[config.mk]
export PLATFORM = sky130hd
export DESIGN_NAME = fetch_stage
export DESIGN_NICKNAME = d
export VERILOG_FILES = /design/src/source/fetch_pkg.sv /design/src/source/fetch_stage.sv /design/src/source/fetch_ifb.sv /design/src/source/fetch_addr.sv /design/src/source/fetch_ctrl.sv
export VERILOG_INCLUDE_DIRS = /design/src /design/src/source
export SDC_FILE = /design/constraint.sdc
export NUM_CORES = 1
export LEC_CHECK = 0
export BUFFER_PORTS_ARGS = -buffer_cell sky130_fd_sc_hd__buf_2
export CAP_MARGIN = 20
export CORE_UTILIZATION = 37
export CTS_BUF_LIST = sky130_fd_sc_hd__clkbuf_8
export CTS_CLUSTER_SIZE = 28
export DETAILED_ROUTE_END_ITERATION = 7
export GPL_TIMING_DRIVEN = 0
export PLACE_DENSITY = 0.6
export SLEW_MARGIN = 10
export SYNTH_ARGS = -nofsm -noshare
export SYNTH_HDL_FRONTEND = slang
export SYNTH_SLANG_ARGS = --single-unit
[constraint.sdc]
create_clock -name s_clk_i -period 4.95 [get_ports s_clk_i]
set_input_delay 0.99 -clock s_clk_i [delete_from_list [all_inputs] [get_ports s_clk_i]]
set_output_delay 0.99 -clock s_clk_i [all_outputs]
set_load 0.05 [all_outputs]
[src/source/fetch_params.svh]
/* Build constants of the fetch stage
   FETCH_IFB_DEPTH must stay at 3 or more for the fetch space rule
   FETCH_RESET_ADDR must be word aligned */

`ifndef FETCH_PARAMS_SVH
`define FETCH_PARAMS_SVH

// Instruction word and bus width
`define FETCH_XLEN 32

// Number of IFB entries
// The space rule looks three entries ahead
`define FETCH_IFB_DEPTH 4

// Byte address of the first fetch after reset
`define FETCH_RESET_ADDR 32'h0000_0100

`endif
[src/source/fetch_pkg.sv]
/* Types shared across the fetch stage
   Widths come from the params header */

`default_nettype none

`include "fetch_params.svh"

package fetch_pkg;

    typedef logic [`FETCH_XLEN-1:0] word_t;  // One instruction word
    typedef logic [`FETCH_XLEN-3:0] waddr_t; // Word address, byte offset dropped

    // AHB transfer type, only the two used codes
    typedef enum logic [1:0] {HTRANS_IDLE = 2'b00, HTRANS_NONSEQ = 2'b10} htrans_e;

    typedef enum logic {FETCH_VALID = 1'b0, FETCH_BSERR = 1'b1} fetch_status_e;

    // FE1_REDIRECT marks a parked target in FE1
    typedef enum logic {FE1_NONE = 1'b0, FE1_REDIRECT = 1'b1} fe1_info_e;

    typedef enum logic [1:0] {FE0_HOLD, FE0_INCR, FE0_REDIRECT, FE0_FROM_FE1} fe0_src_e;
    typedef enum logic [1:0] {FE1_HOLD, FE1_FROM_FE0, FE1_PARK} fe1_src_e;

    // Occupancy 0 to depth inclusive
    typedef logic [$clog2(`FETCH_IFB_DEPTH+1)-1:0] ifb_cnt_t;

endpackage

`default_nettype wire

[src/source/fetch_stage.sv]
/* Fetch stage top with reduced AHB-Lite read port and decode port
   Single word NONSEQ reads only, no bursts
   redirect_i is a one cycle pulse from a later stage */

`default_nettype none

`include "fetch_params.svh"

module fetch_stage (
    input  logic                     s_clk_i,
    input  logic                     arst_n_i,
    // Instruction bus
    output fetch_pkg::word_t         haddr_o,
    output fetch_pkg::htrans_e       htrans_o,
    input  fetch_pkg::word_t         hrdata_i,
    input  logic                     hready_i,
    input  logic                     hresp_i,
    // Redirect from a later stage
    input  logic                     redirect_i,
    input  fetch_pkg::word_t         redirect_addr_i,
    // Decode side
    input  logic                     id_stall_i,
    output fetch_pkg::word_t         id_instr_o,
    output fetch_pkg::fetch_status_e id_status_o,
    output logic                     id_valid_o
);

    fetch_pkg::fe0_src_e      fe0_src;
    fetch_pkg::fe1_src_e      fe1_src;
    fetch_pkg::fetch_status_e ifb_status;
    fetch_pkg::ifb_cnt_t      ifb_cnt;
    logic                     ifb_push, ifb_flush, ifb_pop;

    assign ifb_pop = id_valid_o & ~id_stall_i;  // Word handed to decode

    fetch_ctrl u_fetch_ctrl (
        .s_clk_i      (s_clk_i),
        .arst_n_i     (arst_n_i),
        .hready_i     (hready_i),
        .hresp_i      (hresp_i),
        .redirect_i   (redirect_i),
        .ifb_cnt_i    (ifb_cnt),
        .fe0_src_o    (fe0_src),
        .fe1_src_o    (fe1_src),
        .htrans_o     (htrans_o),
        .ifb_push_o   (ifb_push),
        .ifb_status_o (ifb_status),
        .ifb_flush_o  (ifb_flush)
    );

    fetch_addr u_fetch_addr (
        .s_clk_i         (s_clk_i),
        .arst_n_i        (arst_n_i),
        .fe0_src_i       (fe0_src),
        .fe1_src_i       (fe1_src),
        .redirect_addr_i (redirect_addr_i),
        .haddr_o         (haddr_o)
    );

    // Read data goes straight into the IFB
    fetch_ifb u_fetch_ifb (
        .s_clk_i       (s_clk_i),
        .arst_n_i      (arst_n_i),
        .flush_i       (ifb_flush),
        .push_i        (ifb_push),
        .push_instr_i  (hrdata_i),
        .push_status_i (ifb_status),
        .pop_i         (ifb_pop),
        .instr_o       (id_instr_o),
        .status_o      (id_status_o),
        .valid_o       (id_valid_o),
        .cnt_o         (ifb_cnt)
    );

    // AHB rule for a waited address phase, address and type together
    a_bus_stable: assert property (@(posedge s_clk_i) disable iff (!arst_n_i)
        !hready_i |=> ($stable(haddr_o) && $stable(htrans_o)));

endmodule

`default_nettype wire

[src/source/fetch_ifb.sv]
/* Instruction fetch buffer between the bus and decode
   Flush wins over push and pop of the same edge
   Head word is valid only while valid_o is high */

`default_nettype none

`include "fetch_params.svh"

module fetch_ifb (
    input  logic                     s_clk_i,
    input  logic                     arst_n_i,
    input  logic                     flush_i,
    input  logic                     push_i,
    input  fetch_pkg::word_t         push_instr_i,
    input  fetch_pkg::fetch_status_e push_status_i,
    input  logic                     pop_i,
    output fetch_pkg::word_t         instr_o,
    output fetch_pkg::fetch_status_e status_o,
    output logic                     valid_o,
    output fetch_pkg::ifb_cnt_t      cnt_o
);

    localparam int unsigned DEPTH = `FETCH_IFB_DEPTH;
    localparam int unsigned PW    = $clog2(DEPTH);

    fetch_pkg::word_t         instr_mem  [DEPTH];
    fetch_pkg::fetch_status_e status_mem [DEPTH];

    logic [PW-1:0]       wr_ptr_q, rd_ptr_q;
    logic [PW-1:0]       wr_ptr_nxt, rd_ptr_nxt;
    fetch_pkg::ifb_cnt_t cnt_q;
    logic                push_en, pop_en;

    assign push_en = push_i & ~flush_i;
    assign pop_en  = pop_i & ~flush_i;

    // Wrap for any depth, not only powers of two
    assign wr_ptr_nxt = (wr_ptr_q == PW'(DEPTH - 1)) ? '0 : wr_ptr_q + 1'b1;
    assign rd_ptr_nxt = (rd_ptr_q == PW'(DEPTH - 1)) ? '0 : rd_ptr_q + 1'b1;

    always_ff @(posedge s_clk_i or negedge arst_n_i) begin
        if (!arst_n_i) begin
            wr_ptr_q <= '0;
            rd_ptr_q <= '0;
            cnt_q    <= '0;
        end else if (flush_i) begin
            wr_ptr_q <= '0;  // Drop everything
            rd_ptr_q <= '0;
            cnt_q    <= '0;
        end else begin
            if (push_en) wr_ptr_q <= wr_ptr_nxt;
            if (pop_en) rd_ptr_q <= rd_ptr_nxt;
            unique case ({push_en, pop_en})
                2'b10:   cnt_q <= cnt_q + 1'b1;
                2'b01:   cnt_q <= cnt_q - 1'b1;
                default: cnt_q <= cnt_q;  // Idle, or push and pop together
            endcase
        end
    end

    always_ff @(posedge s_clk_i) begin
        if (push_en) begin
            instr_mem[wr_ptr_q]  <= push_instr_i;
            status_mem[wr_ptr_q] <= push_status_i;
        end
    end

    assign instr_o  = instr_mem[rd_ptr_q];
    assign status_o = status_mem[rd_ptr_q];
    assign valid_o  = cnt_q != '0;
    assign cnt_o    = cnt_q;

    // A push into a full buffer would overwrite the head word
    a_no_overflow: assert property (@(posedge s_clk_i) disable iff (!arst_n_i)
        (push_en && !pop_en) |-> (cnt_q < fetch_pkg::ifb_cnt_t'(DEPTH)));

endmodule

`default_nettype wire

[src/source/fetch_addr.sv]
/* Address registers of FE0 and FE1 with the sequential incrementer
   Registers hold word addresses so fetch is word aligned only
   Selects come from fetch_ctrl and take effect one edge later */

`default_nettype none

`include "fetch_params.svh"

module fetch_addr (
    input  logic                s_clk_i,
    input  logic                arst_n_i,
    input  fetch_pkg::fe0_src_e fe0_src_i,
    input  fetch_pkg::fe1_src_e fe1_src_i,
    input  fetch_pkg::word_t    redirect_addr_i, // Byte address, low bits ignored
    output fetch_pkg::word_t    haddr_o
);

    localparam fetch_pkg::word_t RESET_ADDR = `FETCH_RESET_ADDR;

    fetch_pkg::waddr_t fe0_q, fe0_d;  // Address phase
    fetch_pkg::waddr_t fe1_q, fe1_d;  // Data phase or parked target
    fetch_pkg::waddr_t fe0_incr;
    fetch_pkg::waddr_t target;

    assign fe0_incr = fe0_q + fetch_pkg::waddr_t'(1);
    assign target   = redirect_addr_i[`FETCH_XLEN-1:2];

    always_comb begin
        unique case (fe0_src_i)
            fetch_pkg::FE0_INCR:     fe0_d = fe0_incr;
            fetch_pkg::FE0_REDIRECT: fe0_d = target;
            fetch_pkg::FE0_FROM_FE1: fe0_d = fe1_q;  // Parked redirect moves on
            default:                 fe0_d = fe0_q;
        endcase
    end

    always_comb begin
        unique case (fe1_src_i)
            fetch_pkg::FE1_FROM_FE0: fe1_d = fe0_q;
            fetch_pkg::FE1_PARK:     fe1_d = target;
            default:                 fe1_d = fe1_q;
        endcase
    end

    // FE0 starts at the reset vector
    always_ff @(posedge s_clk_i or negedge arst_n_i) begin
        if (!arst_n_i) begin
            fe0_q <= RESET_ADDR[`FETCH_XLEN-1:2];
        end else begin
            fe0_q <= fe0_d;
        end
    end

    always_ff @(posedge s_clk_i) begin
        fe1_q <= fe1_d;
    end

    assign haddr_o = {fe0_q, 2'b00};  // Back to a byte address

endmodule

`default_nettype wire

[src/source/fetch_ctrl.sv]
/* Fetch control for the two bus phases FE0 and FE1
   Bus address and transfer type are held whenever hready_i is low
   A redirect under a stalled bus is parked in FE1 until hready_i rises
   FE0 leaves reset idle and requests on the first edge after release */

`default_nettype none

`include "fetch_params.svh"

module fetch_ctrl (
    input  logic                     s_clk_i,
    input  logic                     arst_n_i,
    input  logic                     hready_i,
    input  logic                     hresp_i,
    input  logic                     redirect_i,
    input  fetch_pkg::ifb_cnt_t      ifb_cnt_i,    // IFB occupancy
    output fetch_pkg::fe0_src_e      fe0_src_o,    // Next FE0 address select
    output fetch_pkg::fe1_src_e      fe1_src_o,    // Next FE1 address select
    output fetch_pkg::htrans_e       htrans_o,
    output logic                     ifb_push_o,
    output fetch_pkg::fetch_status_e ifb_status_o,
    output logic                     ifb_flush_o
);

    localparam int unsigned DEPTH = `FETCH_IFB_DEPTH;

    logic                 fe0_utd_q, fe0_utd_d; // FE0 request still wanted
    logic                 fe1_utd_q, fe1_utd_d; // FE1 data still wanted
    fetch_pkg::fe1_info_e fe1_inf_q, fe1_inf_d;
    logic                 stall;                // Address phase cannot move
    logic                 park_in_fe1;          // Redirect target waiting in FE1
    logic                 space_1, space_2, space_3;
    logic                 ifb_avail;            // Room guaranteed for one more request

    assign stall       = ~hready_i;
    assign park_in_fe1 = ~fe1_utd_q & (fe1_inf_q == fetch_pkg::FE1_REDIRECT);

    // Free entries counted against words already on the way
    assign space_1   = ifb_cnt_i <= fetch_pkg::ifb_cnt_t'(DEPTH - 1);
    assign space_2   = ifb_cnt_i <= fetch_pkg::ifb_cnt_t'(DEPTH - 2);
    assign space_3   = ifb_cnt_i <= fetch_pkg::ifb_cnt_t'(DEPTH - 3);
    assign ifb_avail = (space_1 & ~fe0_utd_q & ~fe1_utd_q)
                     | (space_2 & (~fe0_utd_q | ~fe1_utd_q))
                     | space_3;

    always_comb begin : fe1_update
        fe1_src_o = fetch_pkg::FE1_HOLD; // Default keeps the data phase
        fe1_utd_d = fe1_utd_q;
        fe1_inf_d = fe1_inf_q;
        if (redirect_i && stall) begin
            // FE0 is frozen by the bus, so the target waits here
            fe1_src_o = fetch_pkg::FE1_PARK;
            fe1_utd_d = 1'b0;
            fe1_inf_d = fetch_pkg::FE1_REDIRECT;
        end else if (redirect_i || (!stall && park_in_fe1)) begin
            fe1_utd_d = 1'b0;                    // Drop data in flight
            fe1_inf_d = fetch_pkg::FE1_NONE;
        end else if (!stall) begin
            fe1_src_o = fetch_pkg::FE1_FROM_FE0; // Address phase done
            fe1_utd_d = fe0_utd_q;
            fe1_inf_d = fetch_pkg::FE1_NONE;
        end
    end

    always_comb begin : fe0_update
        fe0_src_o = fetch_pkg::FE0_HOLD;
        fe0_utd_d = fe0_utd_q;
        if (!stall) begin
            if (redirect_i) begin
                fe0_src_o = fetch_pkg::FE0_REDIRECT; // IFB is flushed on this edge
                fe0_utd_d = 1'b1;
            end else if (park_in_fe1) begin
                fe0_src_o = fetch_pkg::FE0_FROM_FE1; // Release the parked target
                fe0_utd_d = 1'b1;
            end else if (fe0_utd_q) begin
                fe0_src_o = fetch_pkg::FE0_INCR;
                fe0_utd_d = ifb_avail;
            end else begin
                fe0_utd_d = ifb_avail;               // Wait for IFB room
            end
        end
    end

    always_ff @(posedge s_clk_i or negedge arst_n_i) begin
        if (!arst_n_i) begin
            fe0_utd_q <= 1'b0;
            fe1_utd_q <= 1'b0;
            fe1_inf_q <= fetch_pkg::FE1_NONE;
        end else begin
            fe0_utd_q <= fe0_utd_d;
            fe1_utd_q <= fe1_utd_d;
            fe1_inf_q <= fe1_inf_d;
        end
    end

    assign htrans_o     = fe0_utd_q ? fetch_pkg::HTRANS_NONSEQ : fetch_pkg::HTRANS_IDLE;
    assign ifb_push_o   = fe1_utd_q & hready_i;        // Data phase ends
    assign ifb_status_o = hresp_i ? fetch_pkg::FETCH_BSERR : fetch_pkg::FETCH_VALID;
    assign ifb_flush_o  = redirect_i;

    // Space rule must keep the IFB from overflowing
    a_no_push_full: assert property (@(posedge s_clk_i) disable iff (!arst_n_i)
        ifb_push_o |-> (ifb_cnt_i < fetch_pkg::ifb_cnt_t'(DEPTH)));

endmodule

`default_nettype wire

After elaboration in Yosys (flattened, before gate mapping)
Memories as Yosys holds them, arrays and structs flattened.
Cells that the tools add are included.

word-level totals
  memories = 2
  RAM bits = 132
  register bits = 70
  logic and storage cells = 82
  input bits = 70

memories
  name                    words  bits a word  rd ports  clocked after Yosys merged registers in  wr ports  line             RTL
  u_fetch_ifb.instr_mem   4      32           1         0                                        1         fetch_ifb.sv:26  fetch_pkg::word_t instr_mem [DEPTH];
  u_fetch_ifb.status_mem  4      1            1         0                                        1         fetch_ifb.sv:27  fetch_pkg::fetch_status_e status_mem [DEPTH];

cells by class
  equality and inequality tests = 9
  reduce and logical (&&, ||, !) cells = 10
  add/sub/neg operators = 5
  order comparisons = 3
  multiplexer cells = 29
  bitwise operators = 16

operators with widths
  cell                                                                               number
  30-bit case mux with 3 select lines                                                1
  30-bit case mux with 2 select lines                                                1
  30-bit by 1-bit adder with 30-bit output (second input constant)                   1
  2-bit two-way mux                                                                  11
  1-bit two-way mux                                                                  14
  2-bit equality test (second input constant)                                        6
  3-bit nonzero test                                                                 4
  1-bit bitwise AND                                                                  8
  2-bit by 1-bit equality test with 1-bit output (second input constant)             3
  3-bit by 2-bit less-or-equal comparator with 1-bit output (second input constant)  2
  3-bit case mux with 2 select lines                                                 1
  2-bit nonzero test                                                                 3
  1-bit NOT                                                                          5
  2-bit by 1-bit adder with 2-bit output (second input constant)                     2
  3-bit by 1-bit adder with 3-bit output (second input constant)                     1
  3-bit by 1-bit less-or-equal comparator with 1-bit output (second input constant)  1
  3-bit two-way mux                                                                  1
  1-bit bitwise OR                                                                   3
  3-bit by 1-bit subtractor with 3-bit output (second input constant)                1
  1-bit logical AND                                                                  2
  1-bit logical OR                                                                   1

Logic depth before layout (Yosys ltp)
  depth in word-level cells = 8
  depth in mapped cells = 8
  gate-level depth less buffers = 7

Cells and area by module
Synthesis repeated with hierarchy kept, for this count alone.

second synthesis, totals
  cell total of the unflattened synthesis = 560
  area total of the unflattened synthesis = 8,952.3 µm²

modules (own cells, without submodules)
  module       instances  area each (µm²)  cells each
  fetch_ifb    1          5,272.6          218
  fetch_addr   1          3,422.0          313
  fetch_ctrl   1          244.0            28
  fetch_stage  1          13.8             1

Least setup slack after synthesis
No wires, ideal clock.

  path type = input -> register
  from = input port redirect_i
  to = memory u_fetch_ifb.instr_mem[1][0] in the netlist's numbering (enable)
  setup slack = 0.227 ns
  stages = 5
  library setup time = 0.471 ns
  arrival time = 4.251 ns
  cell sequence = clkbuf_1 -> clkbuf_1 -> clkbuf_1 -> clkbuf_1 -> nor3b_1

between the ends
  cells in the longest elaborated chain, start to end = 4

ends and longest elaborated chain
  item                                     line               RTL
  start: declaration                       fetch_stage.sv:19  input logic redirect_i,
  1-bit NOT                                fetch_ifb.sv:34    assign push_en = push_i & ~flush_i;
  1-bit bitwise AND                        fetch_ifb.sv:34
  1-bit two-way mux                        fetch_ifb.sv:62    if (push_en) begin
  1-bit two-way mux (implied by the code)  fetch_ifb.sv:63    instr_mem[wr_ptr_q] <= push_instr_i;
  end: declaration                         fetch_ifb.sv:26

Every way passes these cells.

Worst setup path in the final report
  from = register u_fetch_ifb.rd_ptr_q[0]
  to = output port id_instr_o[24]

between the ends
  cells in the longest elaborated chain, start to end = 1

ends and longest elaborated chain
  item                      line               RTL
  start: declaration        fetch_ifb.sv:29    logic [PW-1:0] wr_ptr_q, rd_ptr_q;
  start signal: assignment  fetch_ifb.sv:52    if (pop_en) rd_ptr_q <= rd_ptr_nxt;
  memory 4 x 32 bit         n/a
  end: declaration          fetch_stage.sv:23  output fetch_pkg::word_t id_instr_o,

Every way passes these cells.

==> results by group <==
Timing
  • Worst-margin pin slew: 0.9740 ns
  • Period minus WS final: ~3.8 ns
  • Final hold slack: 0.5484 ns
  • Final Slew Violations: 0
  • Final setup fails: 0
  • Setup ws final: 1.173 ns
  • Fin crit share: 76.31%
  • Hold Vio Cnt, Final: 0
  • Clock skew: 0.02389 ns
  • Highest clock rate: 264.8 MHz
  • RSZ-0062 raised after global routing: false
  • Slew margin rel.: 35.06%

Clock network
  • Post-CTS setup buffers: 0
  • Worst-Skew Late Latency: 0.52 ns
  • Post-CTS resize count: 0
  • Clk buf depth: 3
  • Clk slew on worst S/H paths: roughly 0.06 ns
  • Post-CTS Hold Buffers: 0
  • Depth of the CTS H-tree: 2
  • Root buf cell: clkbuf_8
  • Inserted Clock Buffers: 36
  • Clk sinks: 202
  • CTS tree: done

Floorplanning
  • Die area: 24890 µm²
  • Core area: 23610 µm²
  • Die Y-Extent: 157.8 µm
  • Number of core rows: 56
  • Die Wd: about 160 µm
  • I/O pin total: 138
  • Initial Util: 38.01%

Worst setup path
  • Worst setup SP type: flip-flop
  • Critical Path Source: u_fetch_ifb.rd_ptr_q[0]$_DFFE_PN0P_
  • Crit path max fanout: 10
  • Kind of critical path: flip-flop to output pin
  • CP Data Arrival Time: 2.79 ns
  • Worst r2r src: u_fetch_addr.fe0_q[1]$_DFFE_PN0P_
  • Crit. End Element: output pin
  • Worst EP required: 3.96 ns

Detailed routing
  • Vias: 6026
  • Average wire per standard cell: 18.87 µm
  • Drt total wl: about 22000 µm
  • Final ANT Viol Nets: 0
  • Initial DRC count: 391
  • Remaining DRCs: 0
  • Detailed Routing Iterations Pass 1: 7
  • Via density: 5.277

Global route
  • Overflow after GRT: 0
  • Initial antenna violation count: 0
  • Vias in the first global route: a little over 6000
  • First-pass GRT wire length: 33380 µm
  • Pin count of the biggest net entering global routing: 41
  • GRT Util Overall: between 15 and 20%

Yosys
  • Yosys warnings: 0
  • Post-synth EDFFs: roughly 160
  • Area share of the largest cell type after synthesis: 54.20%
  • Ys flop type: edfxtp_1
  • #FFs+latches synth: 202
  • Mapped Area: 8976 µm²
  • Post-synth cell types: between 50 and 60
  • Sequential-to-total area share from yosys stat: 65.36%
  • Cells after synthesis: 607
  • Async S/R FF share, synth: 19.80%
  • Synthesized area per cell: 14.79 µm²
  • Largest area contributor in the netlist: edfxtp_1
  • Area contributors post-synth: edfxtp_1 (54%), dfrtp_1 (11%), mux4_2 (8.3%), mux2_2 (3.5%), a21oi_1 (1.8%)

Layout
  • Commonest non-fill, non-tap cell in the layout: edfxtp_1
  • P&R area growth vs syn: 21.26%
  • Layout cells sized above 1: 33.05%
  • Fillcell total: between 2000 and 2500
  • Antenna diodes: 0
  • Design area: between 10000 and 15000 µm²
  • Most frequent cells in the layout: edfxtp_1 (162), buf_2 (136), dfrtp_1 (39), nand2_1 (36), clkbuf_8 (36)
  • Final core occ: 46.09%
  • Final nets: slightly below 900

Pwr
  • LEAKAGE: 3.985 nW
  • VDD IR-drop max: between 0.2 and 0.3 mV
  • Pwr Total: about 4.7 mW
  • Pwr Density: 429.0 nW/µm²

Job
  • # Max-Cap Violations: 0

Placement
  • IO buf count: 130
  • HPWL Detailed: 14890 µm
  • Post-DP Area: 10260 µm²
  • Routability cong.: 0.8292
  • Dpl ws: 1.091 ns

Hold path
  • Worst hold path startpoint: u_fetch_addr.fe1_q[14]$_DFFE_PP_
  • HP Class: flip-flop to flip-flop

Status
  • Outcome: completed
per-layer routing:
layer	global-route usage [%]	part of all wire [%]	wire, µm	up-vias
met1	23.18	44	9418	2974
met5	0	0	0	-
li1	-	-	-	2791
met4	6.334	2.1	450	0
met2	28.59	47	10200	224
met3	4.216	6.9	1479	37
where the power goes:
part | internal, mW | total, mW | switching, mW
registers | 1.95 | 2.06 | 0.107
clock network | 0.683 | 1.35 | 0.669
logic | 0.408 | 1.26 | 0.853
total | 3.04 | 4.67 | 1.63
area by class of cell:
type,count,area [µm²],area share (%)
multi-input combinational,354,2928,26.90
timing repair buffer,149,848.3,7.794
tap,319,399.1,3.667
clock inverter,29,126.4,1.161
sequential,202,5867,53.90
clock buffer,36,495.5,4.552
inverter,11,41.29,0.3794
buffer,42,178.9,1.644
kinds of logic (layout without fill, tap and decap cells):
| family | Yosys count | count (layout) | share of synthesized area, % |
|---|---|---|---|
| AO/OA/AOI/OAI | 134 | 134 | 9.842 |
| XOR/XNOR | 4 | 4 | 0.3903 |
| adder cells (fa/ha/maj) | 15 | 15 | 2.007 |
| buffers and inverters | 53 | 267 | 2.453 |
| flip-flops | 202 | 202 | 65.36 |
| multiplexers | 65 | 65 | 12.24 |
| other | 1 | 3 | 0.04178 |
| AND/OR/NAND/NOR | 133 | 133 | 7.667 |
registers in the layout, summed over array words and instances, names as in the netlist:
name / flops
u_fetch_addr.fe1_q: 30
u_fetch_ctrl.fe1_inf_q: 1
u_fetch_ctrl.fe1_utd_q: 1
u_fetch_ifb.wr_ptr_q: 2
u_fetch_ifb.status_mem: 4
u_fetch_ifb.instr_mem: 128
u_fetch_ifb.cnt_o: 3
u_fetch_ctrl.fe0_utd_q: 1
u_fetch_addr.fe0_q: 30
u_fetch_ifb.rd_ptr_q: 2
worst paths after layout:
kind,to,slack [ns],cells past startpoint
max,id_instr_o[24],1.17,4
min,u_fetch_addr.fe0_q[14]$_DFFE_PN0P_,0.55,2
max reg2reg,u_fetch_addr.fe0_q[22]$_DFFE_PN0P_,2.10,7
min reg2reg,u_fetch_addr.fe0_q[14]$_DFFE_PN0P_,0.55,2
max in group asynchronous,u_fetch_ctrl.fe1_utd_q$_DFFE_PN0P_,3.70,1
min in group asynchronous,u_fetch_addr.fe0_q[15]$_DFFE_PN0P_,0.63,1
through the flow:
stage	cells	TNS, ns
after floorplan	609	0
after global placement	1058	-278.76
after detailed placement	1076	0
after CTS	1141	0
after global routing	1142	0
final	1142	0
critical path, stage by stage (launching register included):
cell and delay [ns]:
dfrtp_1 0.34, clkbuf_1 0.45, buf_1 0.66, mux4_2 0.60, buf_2 0.23
Yosys cell counts (5+ instances only):
| cell | n |
|---|---|
| ha_1 | 12 |
| inv_1 | 11 |
| buf_2 | 5 |
| o31ai_1 | 5 |
| nor3_1 | 10 |
| mux2_2 | 28 |
| edfxtp_1 | 162 |
| dfrtp_1 | 39 |
| mux4_2 | 33 |
| nand4_1 | 11 |
| a211oi_1 | 5 |
| a21oi_1 | 33 |
| and3_1 | 5 |
| nor2_1 | 27 |
| a22oi_1 | 16 |
| clkbuf_1 | 31 |
| nand2_1 | 36 |
| nand3_1 | 15 |
| o21ai_0 | 31 |
Note: power is estimated with default switching activity, not from simulation.
